$ cat config.mk
export PLATFORM = sky130hd
export DESIGN_NAME = cache_ctrl
export DESIGN_NICKNAME = d
export VERILOG_FILES = /design/src/common/mem_sys_pkg.sv /design/src/cache/cache_ctrl.sv
export SDC_FILE = /design/constraint.sdc
export NUM_CORES = 1
export LEC_CHECK = 0
export BUFFER_PORTS_ARGS = -buffer_cell sky130_fd_sc_hd__buf_2
export CAP_MARGIN = 20
export CELL_PAD_IN_SITES_DETAIL_PLACEMENT = 1
export CELL_PAD_IN_SITES_GLOBAL_PLACEMENT = 2
export CORE_MARGIN = 2
export CORE_UTILIZATION = 28
export CTS_CLUSTER_SIZE = 20
export DETAILED_ROUTE_END_ITERATION = 10
export PLACE_DENSITY_LB_ADDON = 0.2
export SETUP_SLACK_MARGIN = 0.2
export SLEW_MARGIN = 25
export SYNTH_ARGS = -nofsm -noshare
export SYNTH_HDL_FRONTEND = slang
export SYNTH_SLANG_ARGS = --single-unit
$ cat constraint.sdc
create_clock -name clk -period 3.7 [get_ports clk]
set_input_delay 0.185 -clock clk [delete_from_list [all_inputs] [get_ports clk]]
set_output_delay 0.185 -clock clk [all_outputs]
set_load 0.02 [all_outputs]
$ cat src/common/mem_sys_pkg.sv
//##########################################################################
// Address fields, cache line geometry and banked memory timing
//##########################################################################

`default_nettype none

package mem_sys_pkg;

   // Processor address and data
   localparam int ADDR_W   = 16;
   localparam int DATA_W   = 16;

   // Address split: tag | index | byte offset
   localparam int TAG_W    = 5;
   localparam int INDEX_W  = 8;
   localparam int OFFSET_W = 3;

   // Cache geometry
   localparam int NUM_LINES      = 1 << INDEX_W;
   localparam int WORDS_PER_LINE = 4;
   localparam int WORD_SEL_W     = $clog2(WORDS_PER_LINE);

   // Banked main memory, bank picked by address bits 2:1
   localparam int NUM_BANKS   = 4;
   localparam int BANK_SEL_W  = $clog2(NUM_BANKS);
   localparam int BANK_WORDS  = 8192;
   localparam int BANK_ADDR_W = $clog2(BANK_WORDS);

   // Bank timing
   localparam int MEM_RD_LAT       = 2;
   localparam int BANK_BUSY_CYCLES = 4;
   localparam int BUSY_CNT_W       = $clog2(BANK_BUSY_CYCLES + 1);

endpackage

`default_nettype wire
$ cat src/cache/cache_ctrl.sv
//##########################################################################
// Cache controller FSM: hits, dirty write-back, line fill, final access
//##########################################################################

`timescale 1ns/1ps
`default_nettype none

module cache_ctrl (
   input  logic                             clk,
   input  logic                             rst_n,
   input  logic [mem_sys_pkg::ADDR_W-1:0]   addr,
   input  logic [mem_sys_pkg::DATA_W-1:0]   data,
   input  logic                             rd,
   input  logic                             wr,
   input  logic                             hit,
   input  logic                             dirty,
   input  logic                             valid,
   input  logic [mem_sys_pkg::TAG_W-1:0]    tag_out,
   input  logic [mem_sys_pkg::DATA_W-1:0]   cache_data,
   input  logic [mem_sys_pkg::DATA_W-1:0]   mem_data,
   input  logic                             mem_stall,
   output logic                             cache_en,
   output logic [mem_sys_pkg::TAG_W-1:0]    cache_tag,
   output logic [mem_sys_pkg::INDEX_W-1:0]  cache_index,
   output logic [mem_sys_pkg::OFFSET_W-1:0] offset,
   output logic [mem_sys_pkg::DATA_W-1:0]   cache_data_in,
   output logic                             cache_wr,
   output logic                             comp,
   output logic                             valid_in,
   output logic [mem_sys_pkg::ADDR_W-1:0]   mem_addr,
   output logic                             mem_wr,
   output logic                             mem_rd,
   output logic [mem_sys_pkg::DATA_W-1:0]   mem_data_out,
   output logic [mem_sys_pkg::DATA_W-1:0]   data_out,
   output logic                             done,
   output logic                             stall,
   output logic                             cache_hit,
   output logic                             err
);
   import mem_sys_pkg::*;

   typedef enum logic [2:0] {
      S_IDLE,
      S_COMPARE,
      S_WB,
      S_FILL_ISSUE,
      S_FILL_WAIT,
      S_FINAL
   } state_t;

   state_t                state;
   logic [ADDR_W-1:0]     req_addr;
   logic [DATA_W-1:0]     req_data;
   logic                  req_wr;
   logic [WORD_SEL_W-1:0] issue_cnt;
   logic [WORD_SEL_W-1:0] ret_cnt;
   logic [MEM_RD_LAT:0]   rd_inflight;
   logic                  accept;
   logic                  aligned;
   logic                  mem_go;
   logic                  word_ret;
   logic                  issue_last;
   logic                  ret_last;

   // New request only while idle and not finishing the previous one
   assign accept     = (state == S_IDLE) && (rd || wr) && !done;
   assign aligned    = !addr[0];
   assign mem_go     = !mem_stall;
   assign word_ret   = rd_inflight[MEM_RD_LAT];
   assign issue_last = issue_cnt == WORD_SEL_W'(WORDS_PER_LINE - 1);
   assign ret_last   = ret_cnt == WORD_SEL_W'(WORDS_PER_LINE - 1);

   // Victim words go straight from the array to memory
   assign mem_data_out = cache_data;

   always_comb begin
      cache_en      = 1'b0;
      cache_tag     = req_addr[ADDR_W-1 -: TAG_W];
      cache_index   = req_addr[OFFSET_W +: INDEX_W];
      offset        = req_addr[OFFSET_W-1:0];
      cache_data_in = req_data;
      cache_wr      = 1'b0;
      comp          = 1'b1;
      valid_in      = 1'b1;
      mem_addr      = {req_addr[ADDR_W-1:OFFSET_W], issue_cnt, 1'b0};
      mem_wr        = 1'b0;
      mem_rd        = 1'b0;
      case (state)
         S_IDLE: begin
            // Compare against the incoming request for a one-cycle hit
            cache_en      = accept && aligned;
            cache_tag     = addr[ADDR_W-1 -: TAG_W];
            cache_index   = addr[OFFSET_W +: INDEX_W];
            offset        = addr[OFFSET_W-1:0];
            cache_data_in = data;
            cache_wr      = accept && aligned && wr;
         end
         S_COMPARE: begin
            cache_en = 1'b1;
         end
         S_WB: begin
            cache_en = 1'b1;
            comp     = 1'b0;
            offset   = {issue_cnt, 1'b0};
            mem_addr = {tag_out, req_addr[OFFSET_W +: INDEX_W], issue_cnt, 1'b0};
            mem_wr   = 1'b1;
         end
         S_FILL_ISSUE, S_FILL_WAIT: begin
            mem_rd        = state == S_FILL_ISSUE;
            cache_en      = word_ret;
            cache_wr      = word_ret;
            comp          = 1'b0;
            offset        = {ret_cnt, 1'b0};
            cache_data_in = mem_data;
         end
         S_FINAL: begin
            cache_en = 1'b1;
            cache_wr = req_wr;
         end
         default: begin
         end
      endcase
   end

   always_ff @(posedge clk or negedge rst_n) begin
      if (!rst_n) begin
         state       <= S_IDLE;
         issue_cnt   <= '0;
         ret_cnt     <= '0;
         rd_inflight <= '0;
         done        <= 1'b0;
         stall       <= 1'b0;
         cache_hit   <= 1'b0;
         err         <= 1'b0;
      end else begin
         done        <= 1'b0;
         cache_hit   <= 1'b0;
         err         <= 1'b0;
         // Marks each accepted fill read until its data comes back
         rd_inflight <= {rd_inflight[MEM_RD_LAT-1:0], mem_rd & mem_go};
         case (state)
            S_IDLE: begin
               if (accept) begin
                  if (!aligned) begin
                     done <= 1'b1;
                     err  <= 1'b1;
                  end else if (hit) begin
                     done      <= 1'b1;
                     cache_hit <= 1'b1;
                  end else begin
                     stall <= 1'b1;
                     state <= S_COMPARE;
                  end
               end
            end
            S_COMPARE: begin
               state <= (valid && dirty) ? S_WB : S_FILL_ISSUE;
            end
            S_WB: begin
               if (mem_go) begin
                  issue_cnt <= issue_cnt + 1'b1;
                  if (issue_last) begin
                     state <= S_FILL_ISSUE;
                  end
               end
            end
            S_FILL_ISSUE, S_FILL_WAIT: begin
               if (mem_rd && mem_go) begin
                  issue_cnt <= issue_cnt + 1'b1;
                  if (issue_last) begin
                     state <= S_FILL_WAIT;
                  end
               end
               if (word_ret) begin
                  ret_cnt <= ret_cnt + 1'b1;
                  if (ret_last) begin
                     state <= S_FINAL;
                  end
               end
            end
            S_FINAL: begin
               done  <= 1'b1;
               stall <= 1'b0;
               state <= S_IDLE;
            end
            default: begin
               state <= S_IDLE;
            end
         endcase
      end
   end

   // Request latch and read data
   always_ff @(posedge clk) begin
      if (accept) begin
         req_addr <= addr;
         req_data <= data;
         req_wr   <= wr;
      end
      if ((accept && aligned) || state == S_FINAL) begin
         data_out <= cache_data;
      end
   end

endmodule

`default_nettype wire

==> results by group, run 1 <==
Status
  – Status: complete, no violations

Route
  – Total wire length: ~9900 µm
  – WL/cell: about 16 µm
  – DRT Pass-1 Iters: 4
  – Antenna Nets Post-Route: 0
  – Vias: 2,891
  – DRC Markers: 0
  – Vias per std cell: 4.57
  – Initial DRC Count: 122

Clocking
  – TritonCTS buffer count: 9
  – Clock Tree Root: clkbuf_16
  – TritonCTS clock tree: yes
  – Clk buf depth: 2
  – Clk_lat worst skew: roughly 330 ps
  – CTS sink cnt: 63
  – Post-cts repair resize count: 0
  – H-Tree Depth: 3
  – CTS clock-pin slew for the worst setup and hold paths: around 60 ps

Run
  – Max-cap violations: 0

Synthesis
  – Mapped Area: about 0.0036 mm²
  – Post-synth cell types: 47
  – Top_reg_cell synth: edfxtp_1
  – Post-synth EDFFs: roughly 50
  – Mean Syn Cell Area: 11.1 µm²
  – Cells after synthesis: between 300 and 400
  – Mapped Nets: between 400 and 500
  – Sequential fraction of the synthesis area: 0.512
  – Ys async rst share: 0.222
  – Synthesis Warnings: 0
  – Synth Register Bits: 63

Placement
  – Global placement routability congestion: 0.742
  – DP Cell Count: between 600 and 700
  – Placed cell area: 0.00430 mm²
  – DP HPWL: 7270 µm
  – IO Port Bufs: 164

Floorplan
  – Die Span Y: 117 µm
  – Die footprint: around 0.014 mm²
  – Num ports: between 150 and 200
  – Starting density of the core: 0.284
  – Row Count: between 40 and 50
  – Die Width: approximately 120 µm
  – Core Box Area: approximately 0.013 mm²

Final layout
  – Finished Cell Area: 0.00458 mm²
  – Commonest non-fill, non-tap cell in the layout: buf_2
  – Nets: ~540
  – Final Non-Filler Cells: about 630
  – Most frequent cells in the layout: buf_2, edfxtp_1, nor2_1, nand2_1, o21ai_0
  – Antenna fix cells: 0
  – Area growth syn-to-layout: 28.7%
  – Fill count: 1,463
  – Layout cells sized above 1: 0.462

Worst setup path
  – Critical Path RT: ~3500 ps
  – Critical Path AT: around 2500 ps
  – CP endpoint kind: output pin
  – Crit-path cells: buf_4 > nand2_1 > nor2_4 > mux2_2 > buf_2
  – Critical path class: flop to output pin
  – Worst Setup Start Kind: flop
  – Slowest CP cell: dfrtp_2
  – Worst Path Max Fanout: 43
  – CP peak stage delay: 820 ps

Timing
  – Tcrit/Tclk final: 0.723
  – Final hold vios: 0
  – Final setup vio count: 0
  – Slew @ Worst Pin: about 810 ps
  – Slew HR: 0.460
  – Tmin final: about 2700 ps
  – Max-slew violation count: 0
  – Achievable Freq: around 370 MHz
  – Skew final: just under 6 ps
  – RSZ-0062 raised after global routing: false
  – Setup TNS: 0 ps

GRT
  – Initial antenna violation count: 0
  – First-pass GRT wire length: 15,200 µm
  – Largest net degree at the start of global routing: 44
  – Vias in the first global route: about 3k
  – GRT Total Usage: 0.145
  – Global route overflow: 0

Pwr
  – Leakage: 1.98 nW
  – Worst VDD drop: 242 µV
  – Pwr dens: between 700 and 800 mW/mm²

Min path
  – Min-delay worst type: input pin to flop
cell families after synthesis:
logic type,count (synthesis),synth area share
adder cells (fa/ha/maj),2,0.00703
multiplexers,38,0.123
AO/OA/AOI/OAI,76,0.136
buffers and inverters,52,0.100
XOR/XNOR,2,0.00492
flip-flops,63,0.512
AND/OR/NAND/NOR,87,0.115
other,2,0.00211
through the flow:
stage	total power, mW	hold WS (ps)	utilization	setup slack [ps]
after floorplan	2.35	-111	-	1020
after global placement	2.82	119	0.343	1340
after detailed placement	2.84	116	0.343	1290
after CTS	3.64	20.8	0.366	971
after global routing	3.81	24.4	0.366	843
final	3.58	37.0	0.366	1030
area by class of cell:
| cell class | instances | area, µm² | area share |
|---|---|---|---|
| Clock inverter | 7 | 50.0 | 0.0109 |
| Clock buffer | 9 | 225 | 0.0491 |
| Sequential cell | 63 | 1820 | 0.398 |
| Inverter | 5 | 18.8 | 0.00409 |
| Multi-Input combinational cell | 207 | 1380 | 0.302 |
| Timing Repair Buffer | 170 | 868 | 0.189 |
| Tap cell | 172 | 215 | 0.0469 |
final timing paths:
check,start,endpoint,slack [ps],depth (start not counted)
setup / recovery,state[1],mem_addr[11],1030,5
hold / removal,cache_data[12],data_out[12],40,1
setup reg to reg,state[1],data_out[0],1330,4
hold reg to reg,rd_inflight[0],rd_inflight[1],350,0
max in group asynchronous,rst_n,state[2],3120,2
min in group asynchronous,rst_n,done,300,2
state kept, by name, summed over array words and instances, names as in the netlist:
| name | cells |
|---|---|
| req_data | 16 |
| data_out | 16 |
| state | 3 |
| err | 1 |
| stall | 1 |
| done | 1 |
| issue_cnt | 2 |
| req_addr | 16 |
| rd_inflight | 3 |
| cache_hit | 1 |
| req_wr | 1 |
| ret_cnt | 2 |
metal layers:
layer	GRT usage	wire [µm]	up-vias
met4	0.0400	113	0
met1	0.183	4340	1351
met2	0.236	4620	124
li1	-	-	1406
met5	0	0	-
met3	0.0530	860	10
cells in the mapped netlist, drive strengths merged (2+ instances only):
cell type | count | area, µm²
nand2b | 5 | 31.3
nor2b | 2 | 15.0
buf | 45 | 330
inv | 5 | 18.8
ha | 2 | 25.0
conb | 2 | 7.51
nor3 | 2 | 21.3
mux2 | 20 | 259
a22o | 16 | 140
a21oi | 21 | 105
clkbuf | 2 | 7.51
nand2 | 27 | 104
mux2i | 18 | 180
dfrtp | 14 | 350
o21ai | 25 | 125
nor2 | 42 | 181
o22ai | 5 | 31.3
a221oi | 3 | 32.5
or2 | 2 | 12.5
and2 | 2 | 12.5
edfxtp | 49 | 1470
report_power, final:
group | switching (mW) | internal (mW)
Clock | 0.324 | 0.452
Combinational | 1.06 | 0.662
Sequential | 0.175 | 0.908
Total | 1.55 | 2.02
critical path: cells and delay by family (launching register included):
kind	cells	cell delay (ps)
DFF	1	820
buffers and inverters	2	550
and+or+nand+nor	2	400
muxes	1	380
repair_timing:
action                                  in CTS  in global routing
buffers inserted                             0                  0
hold buffers                                 1                  0
hold endpoints to repair                    14                  0
endpoints found under the setup margin       0                  0
(Power assumes the default switching activity.)
==> run 2, diff against run 1 <==
Clock period 3.7 ns to 2.7 ns, I/O delays scaled along.
==> run 2 against run 1 <==
Net effect:
- via count is 4.8% higher
- largest cell class unchanged
- core utilization up 2.5 points
- wire length up 5.2%
- count of clock-buffer cells in the layout did not move
- cell count rose by 4.6%
==> results by group, run 2 (synthesis results as in run 1) <==
Status
  – Status: complete, no violations

Floorplan
  – Starting density of the core: 0.284
  – Die Span Y: 117 µm
  – Die footprint: between 0.01 and 0.015 mm²
  – Core Box Area: roughly 0.013 mm²
  – Row Count: 41
  – Num ports: roughly 170
  – Die Width: approximately 120 µm

Worst setup path
  – Critical Path AT: around 2200 ps
  – Critical path class: flop to output pin
  – Slowest CP cell: dfrtp_2
  – Critical Path RT: 2570 ps
  – Cell family with most CP delay: simple AND/OR/NAND/NOR gates
  – Crit-path cells: or2_1 > nor2_8 > mux2_2 > buf_2
  – Bufs and invs on worst path: 1
  – CP peak stage delay: around 540 ps
  – Worst R2R Setup Slack: roughly 760 ps
  – CP endpoint kind: output pin
  – Reg2reg start: state[1]
  – Reg2Reg Depth: 4
  – Worst r2r dst: data_out[4]
  – Worst Path Max Fanout: 20
  – Worst Setup Start Kind: flop

Clocking
  – TritonCTS clock tree: yes
  – H-Tree Depth: 3
  – Clk_lat worst skew: about 320 ps
  – Clk buf depth: 2
  – CTS sink cnt: 63
  – TritonCTS buffer count: 9
  – Clock Tree Root: clkbuf_16
  – Post-cts repair resize count: 0
  – CTS clock-pin slew for the worst setup and hold paths: 60 ps

Final layout
  – Nets: between 500 and 600
  – Most frequent cells in the layout: buf_2, edfxtp_1, nor2_1, dlygate4sd3_1, nand2_1
  – Top Registers: data_out (16), req_addr (16), req_data (16)
  – Antenna fix cells: 0
  – Commonest non-fill, non-tap cell in the layout: buf_2
  – Layout cells sized above 1: 0.445
  – Area growth syn-to-layout: 37.5%

GRT
  – GRT Total Usage: 0.155
  – Vias in the first global route: 3,146
  – First-pass GRT wire length: 16,100 µm
  – Global route overflow: 0
  – Initial antenna violation count: 0
  – Largest net degree at the start of global routing: 50

Route
  – Initial DRC Count: 95
  – Antenna Nets Post-Route: 0
  – Vias: 3,030
  – DRC Markers: 0
  – DRT Pass-1 Iters: 4
  – Vias per std cell: around 4.6
  – WL/cell: about 16 µm
  – Total wire length: 10,500 µm

Placement
  – Global placement routability congestion: 0.748
  – IO Port Bufs: approximately 160
  – Pre-CTS WS: roughly 660 ps
  – DP HPWL: 7310 µm

Min path
  – Hold depth: 1
  – Min-delay worst type: input pin to flop
  – Hold path start: data[11]
  – Hold Path End: req_data[11]

Pwr
  – Sequential Power Share: 0.277
  – Comb power frac: 0.494
  – Worst VDD drop: 355 µV
  – Pwr dens: ~1000 mW/mm²
  – Clock power share: 0.228
  – Leakage: approximately 2.1 nW
  – NetSw: approximately 2.1 mW
  – Internal power component: 2.92 mW
  – Switching fraction of total power: 0.424

Timing
  – Setup TNS: 0 ps
  – Skew final: ~4.4 ps
  – Final hold vios: 0
  – Final WS setup: roughly 350 ps
  – Final setup vio count: 0
  – Tmin final: approximately 2400 ps
  – RSZ-0062 raised after global routing: false
  – Tcrit/Tclk final: 0.871
  – Achievable Freq: 425 MHz
  – Max-slew violation count: 0

Run
  – Max-cap violations: 0
## run 2: how the worst max path moves through the flow
stage	end	cells past startpoint	startpoint
4_1_cts	cache_index[1]	4	state[1]
6_report	cache_index[1]	4	state[1]
3_5_place_dp	cache_index[1]	4	state[1]
5_1_grt	cache_tag[4]	4	state[1]
2_1_floorplan	data_out[0]	6	state[0]
3_3_place_gp	cache_tag[4]	4	state[1]
## run 2: timing repair
action                                 4_1_cts  5_1_grt
hold buffers                                25        2
endpoints found under the hold margin       38        2
setup buffers                                0        0
setup endpoints to repair                    0        0
## run 2: area by class of cell
class                           instances  area, µm²
Fill cell                            1486       7620
Multi-Input combinational cell        207       1390
Sequential cell                        63       1820
Clock inverter                          7       72.6
Tap cell                              172        215
Clock buffer                            9        225
Inverter                                5       18.8
Timing Repair Buffer                  199       1150
## run 2: stage by stage
| step | utilization | hold WS (ps) | std cells | cell area [µm²] | total power [mW] |
|---|---|---|---|---|---|
| finish | 0.391 | 4.05 | 662 | 4900 | 5.06 |
| global route | 0.391 | 0.907 | 662 | 4900 | 5.41 |
| CTS | 0.390 | 0.385 | 660 | 4880 | 5.14 |
| detailed placement | 0.346 | 76.4 | 619 | 4330 | 3.93 |
| global placement | 0.346 | 70.5 | 619 | 4330 | 3.90 |
| floorplan | - | -161 | 322 | 3570 | 3.23 |
## run 2: power groups by stage
| stage | clock network (mW) | registers (mW) | logic (mW) |
|---|---|---|---|
| global placement | 0 | 1.42 | 2.48 |
| global route | 1.23 | 1.43 | 2.75 |
| finish | 1.16 | 1.40 | 2.50 |
| detailed placement | 0 | 1.42 | 2.51 |
| floorplan | 0 | 1.40 | 1.83 |
| CTS | 1.18 | 1.41 | 2.55 |
## run 2: per-layer routing
metal / up-vias / wire length (µm) / GRT usage / part of all wire
met1: 1443 / 4430 / 0.193 / 0.42
met2: 119 / 5040 / 0.259 / 0.48
met4: 0 / 117 / 0.0518 / 0.011
met5: - / 0 / 0 / 0
li1: 1459 / - / - / -
met3: 9 / 856 / 0.0443 / 0.082
==> run 3, diff against run 2 <==
Settings changed: BUFFER_PORTS_ARGS -buffer_cell sky130_fd_sc_hd__buf_2 to unset, CORE_UTILIZATION 28 to 37, DONT_BUFFER_PORTS set to 1.
==> run 3 against run 2 <==
Net effect:
- non-clock buffer count shrank 117
- via count shrank 13%
- register-to-register slack lost 40 ps
- sequential share of layout area grew 4.7 points
- critical path type unchanged
- critical endpoint is now cache_wr
- highest routed layer unchanged
==> results by group, run 3 (synthesis results as in run 1) <==
Status
  – Status: complete, no violations

Floorplan
  – Num ports: 167
  – Die footprint: between 0.01 and 0.015 mm²
  – Die Width: between 100 and 150 µm
  – Core Box Area: ~0.0093 mm²
  – Row Count: 35
  – Starting density of the core: 0.384
  – Die Span Y: about 100 µm

Pwr
  – Leakage: ~1.6 nW
  – Pwr dens: 1070 mW/mm²
  – Worst VDD drop: about 510 µV

Min path
  – Min-delay worst type: input pin to flop
  – Hold depth: 2
  – Hold path start: addr[0]
  – Hold Path End: cache_hit

GRT
  – GRT Total Usage: 0.180
  – First-pass GRT wire length: roughly 14,000 µm
  – Global Route met1 Usage: 0.239
  – Global route hottest layer: met2
  – Global-route track usage on met3: 0.0609
  – Grt met2 use: 0.285
  – Vias in the first global route: between 2k and 3k
  – Largest net degree at the start of global routing: 33
  – Global route overflow: 0
  – Initial antenna violation count: 0

Worst setup path
  – Worst R2R Setup Slack: 720 ps
  – Worst Path Max Fanout: 14
  – Reg2Reg Depth: 4
  – Crit-path cells: or2_1 > nor4_1 > nand2_1 > o221ai_1 > buf_4
  – Critical Path RT: 2570 ps
  – Worst Setup Start Kind: flop
  – Critical Path AT: roughly 2200 ps
  – Bufs and invs on worst path: 1
  – Critical path class: flop to output pin
  – CP peak stage delay: around 580 ps
  – Worst r2r dst: data_out[13]
  – Cell family with most CP delay: simple AND/OR/NAND/NOR gates
  – CP endpoint kind: output pin
  – Slowest CP cell: dfrtp_1
  – Reg2reg start: state[0]

Clocking
  – Clk buf depth: 2
  – Clock Tree Root: clkbuf_8
  – H-Tree Depth: 3
  – Clk_lat worst skew: 340 ps
  – TritonCTS buffer count: 9
  – CTS clock-pin slew for the worst setup and hold paths: approximately 80 ps
  – TritonCTS clock tree: yes
  – Post-cts repair resize count: 0
  – CTS sink cnt: 63

Route
  – Vias: ~2.6k
  – Antenna Nets Post-Route: 0
  – Vias per std cell: between 5 and 6
  – DRC Markers: 0
  – WL/cell: approximately 19 µm
  – Initial DRC Count: around 80
  – Total wire length: 9410 µm
  – DRT Pass-1 Iters: 4

Final layout
  – Most frequent cells in the layout: dlygate4sd3_1, edfxtp_1, nor2_1, buf_4, nand2_1
  – Antenna fix cells: 0
  – Nets: roughly 450
  – Top Registers: data_out (16), req_addr (16), req_data (16)
  – Commonest non-fill, non-tap cell in the layout: dlygate4sd3_1
  – Area growth syn-to-layout: 22.0%
  – Final Non-Filler Cells: between 500 and 600
  – Layout cells sized above 1: 0.204

Timing
  – Slew HR: 0.531
  – Achievable Freq: between 400 and 500 MHz
  – Tmin final: roughly 2400 ps
  – Final hold vios: 0
  – Setup TNS: 0 ps
  – Max-slew violation count: 0
  – Slew @ Worst Pin: approximately 700 ps
  – Final setup vio count: 0
  – Tcrit/Tclk final: 0.874
  – Skew final: 6.98 ps
  – RSZ-0062 raised after global routing: false

Placement
  – DP Cell Count: around 430
  – Global placement routability congestion: between 0.7 and 0.8
  – DP HPWL: roughly 6300 µm
  – IO Port Bufs: 0

Run
  – Max-cap violations: 0
## run 3: changes by cell type in the layout (fill, tap and decap cells not counted), sizes merged
| cell | previous run | this run |
|---|---|---|
| inv | 6 | 7 |
| clkinv | 3 | 2 |
| buf | 172 | 30 |
| dlygate4sd3 | 27 | 52 |
## run 3: power by group
group / switching (mW) / internal, mW
clock: 0.410 / 0.435
combinational: 1.39 / 0.949
sequential: 0.237 / 1.24
total: 2.03 / 2.63
## run 3: through the flow
step / util / hold slack [ps] / total power [mW] / setup WS, ps / area [µm²]
2_1_floorplan: - / -161 / 3.23 / 171 / 3570
3_3_place_gp: 0.390 / -160 / 3.76 / 696 / 3620
3_5_place_dp: 0.390 / -160 / 3.79 / 692 / 3620
4_1_cts: 0.468 / 2.43 / 4.72 / 302 / 4340
5_1_grt: 0.468 / 12.3 / 4.97 / 203 / 4340
6_report: 0.468 / 23.0 / 4.66 / 340 / 4340
## run 3: timing repair
action / 4_1_cts / 5_1_grt
hold buffers: 52 / 0
buffers inserted: 0 / 0
hold endpoints to repair: 70 / 0
setup endpoints to repair: 0 / 0
## run 3: routing by layer
metal	share of wire	vias up	routed length (µm)
met5	0	-	0
met4	0.0039	0	37
met3	0.070	2	660
met2	0.49	93	4570
met1	0.44	1302	4140
li1	-	1228	-
## run 3: worst max-delay path by stage
stage,startpoint,to,slack (ps),cells past startpoint
final,state[0],cache_wr,340,5
after CTS,state[0],cache_wr,300,5
after global placement,state[0],cache_wr,700,5
after detailed placement,state[0],data_out[2],690,4
after global routing,state[0],offset[1],200,4
after floorplan,state[0],data_out[0],170,6
## run 3: area by class of cell
cell class	instances	area, µm²
Fill cell	1011	4940
Sequential cell	63	1820
Multi-Input combinational cell	207	1390
Timing Repair Buffer	82	746
Tap cell	129	161
Clock buffer	9	124
Clock inverter	7	80.1
Inverter	5	18.8
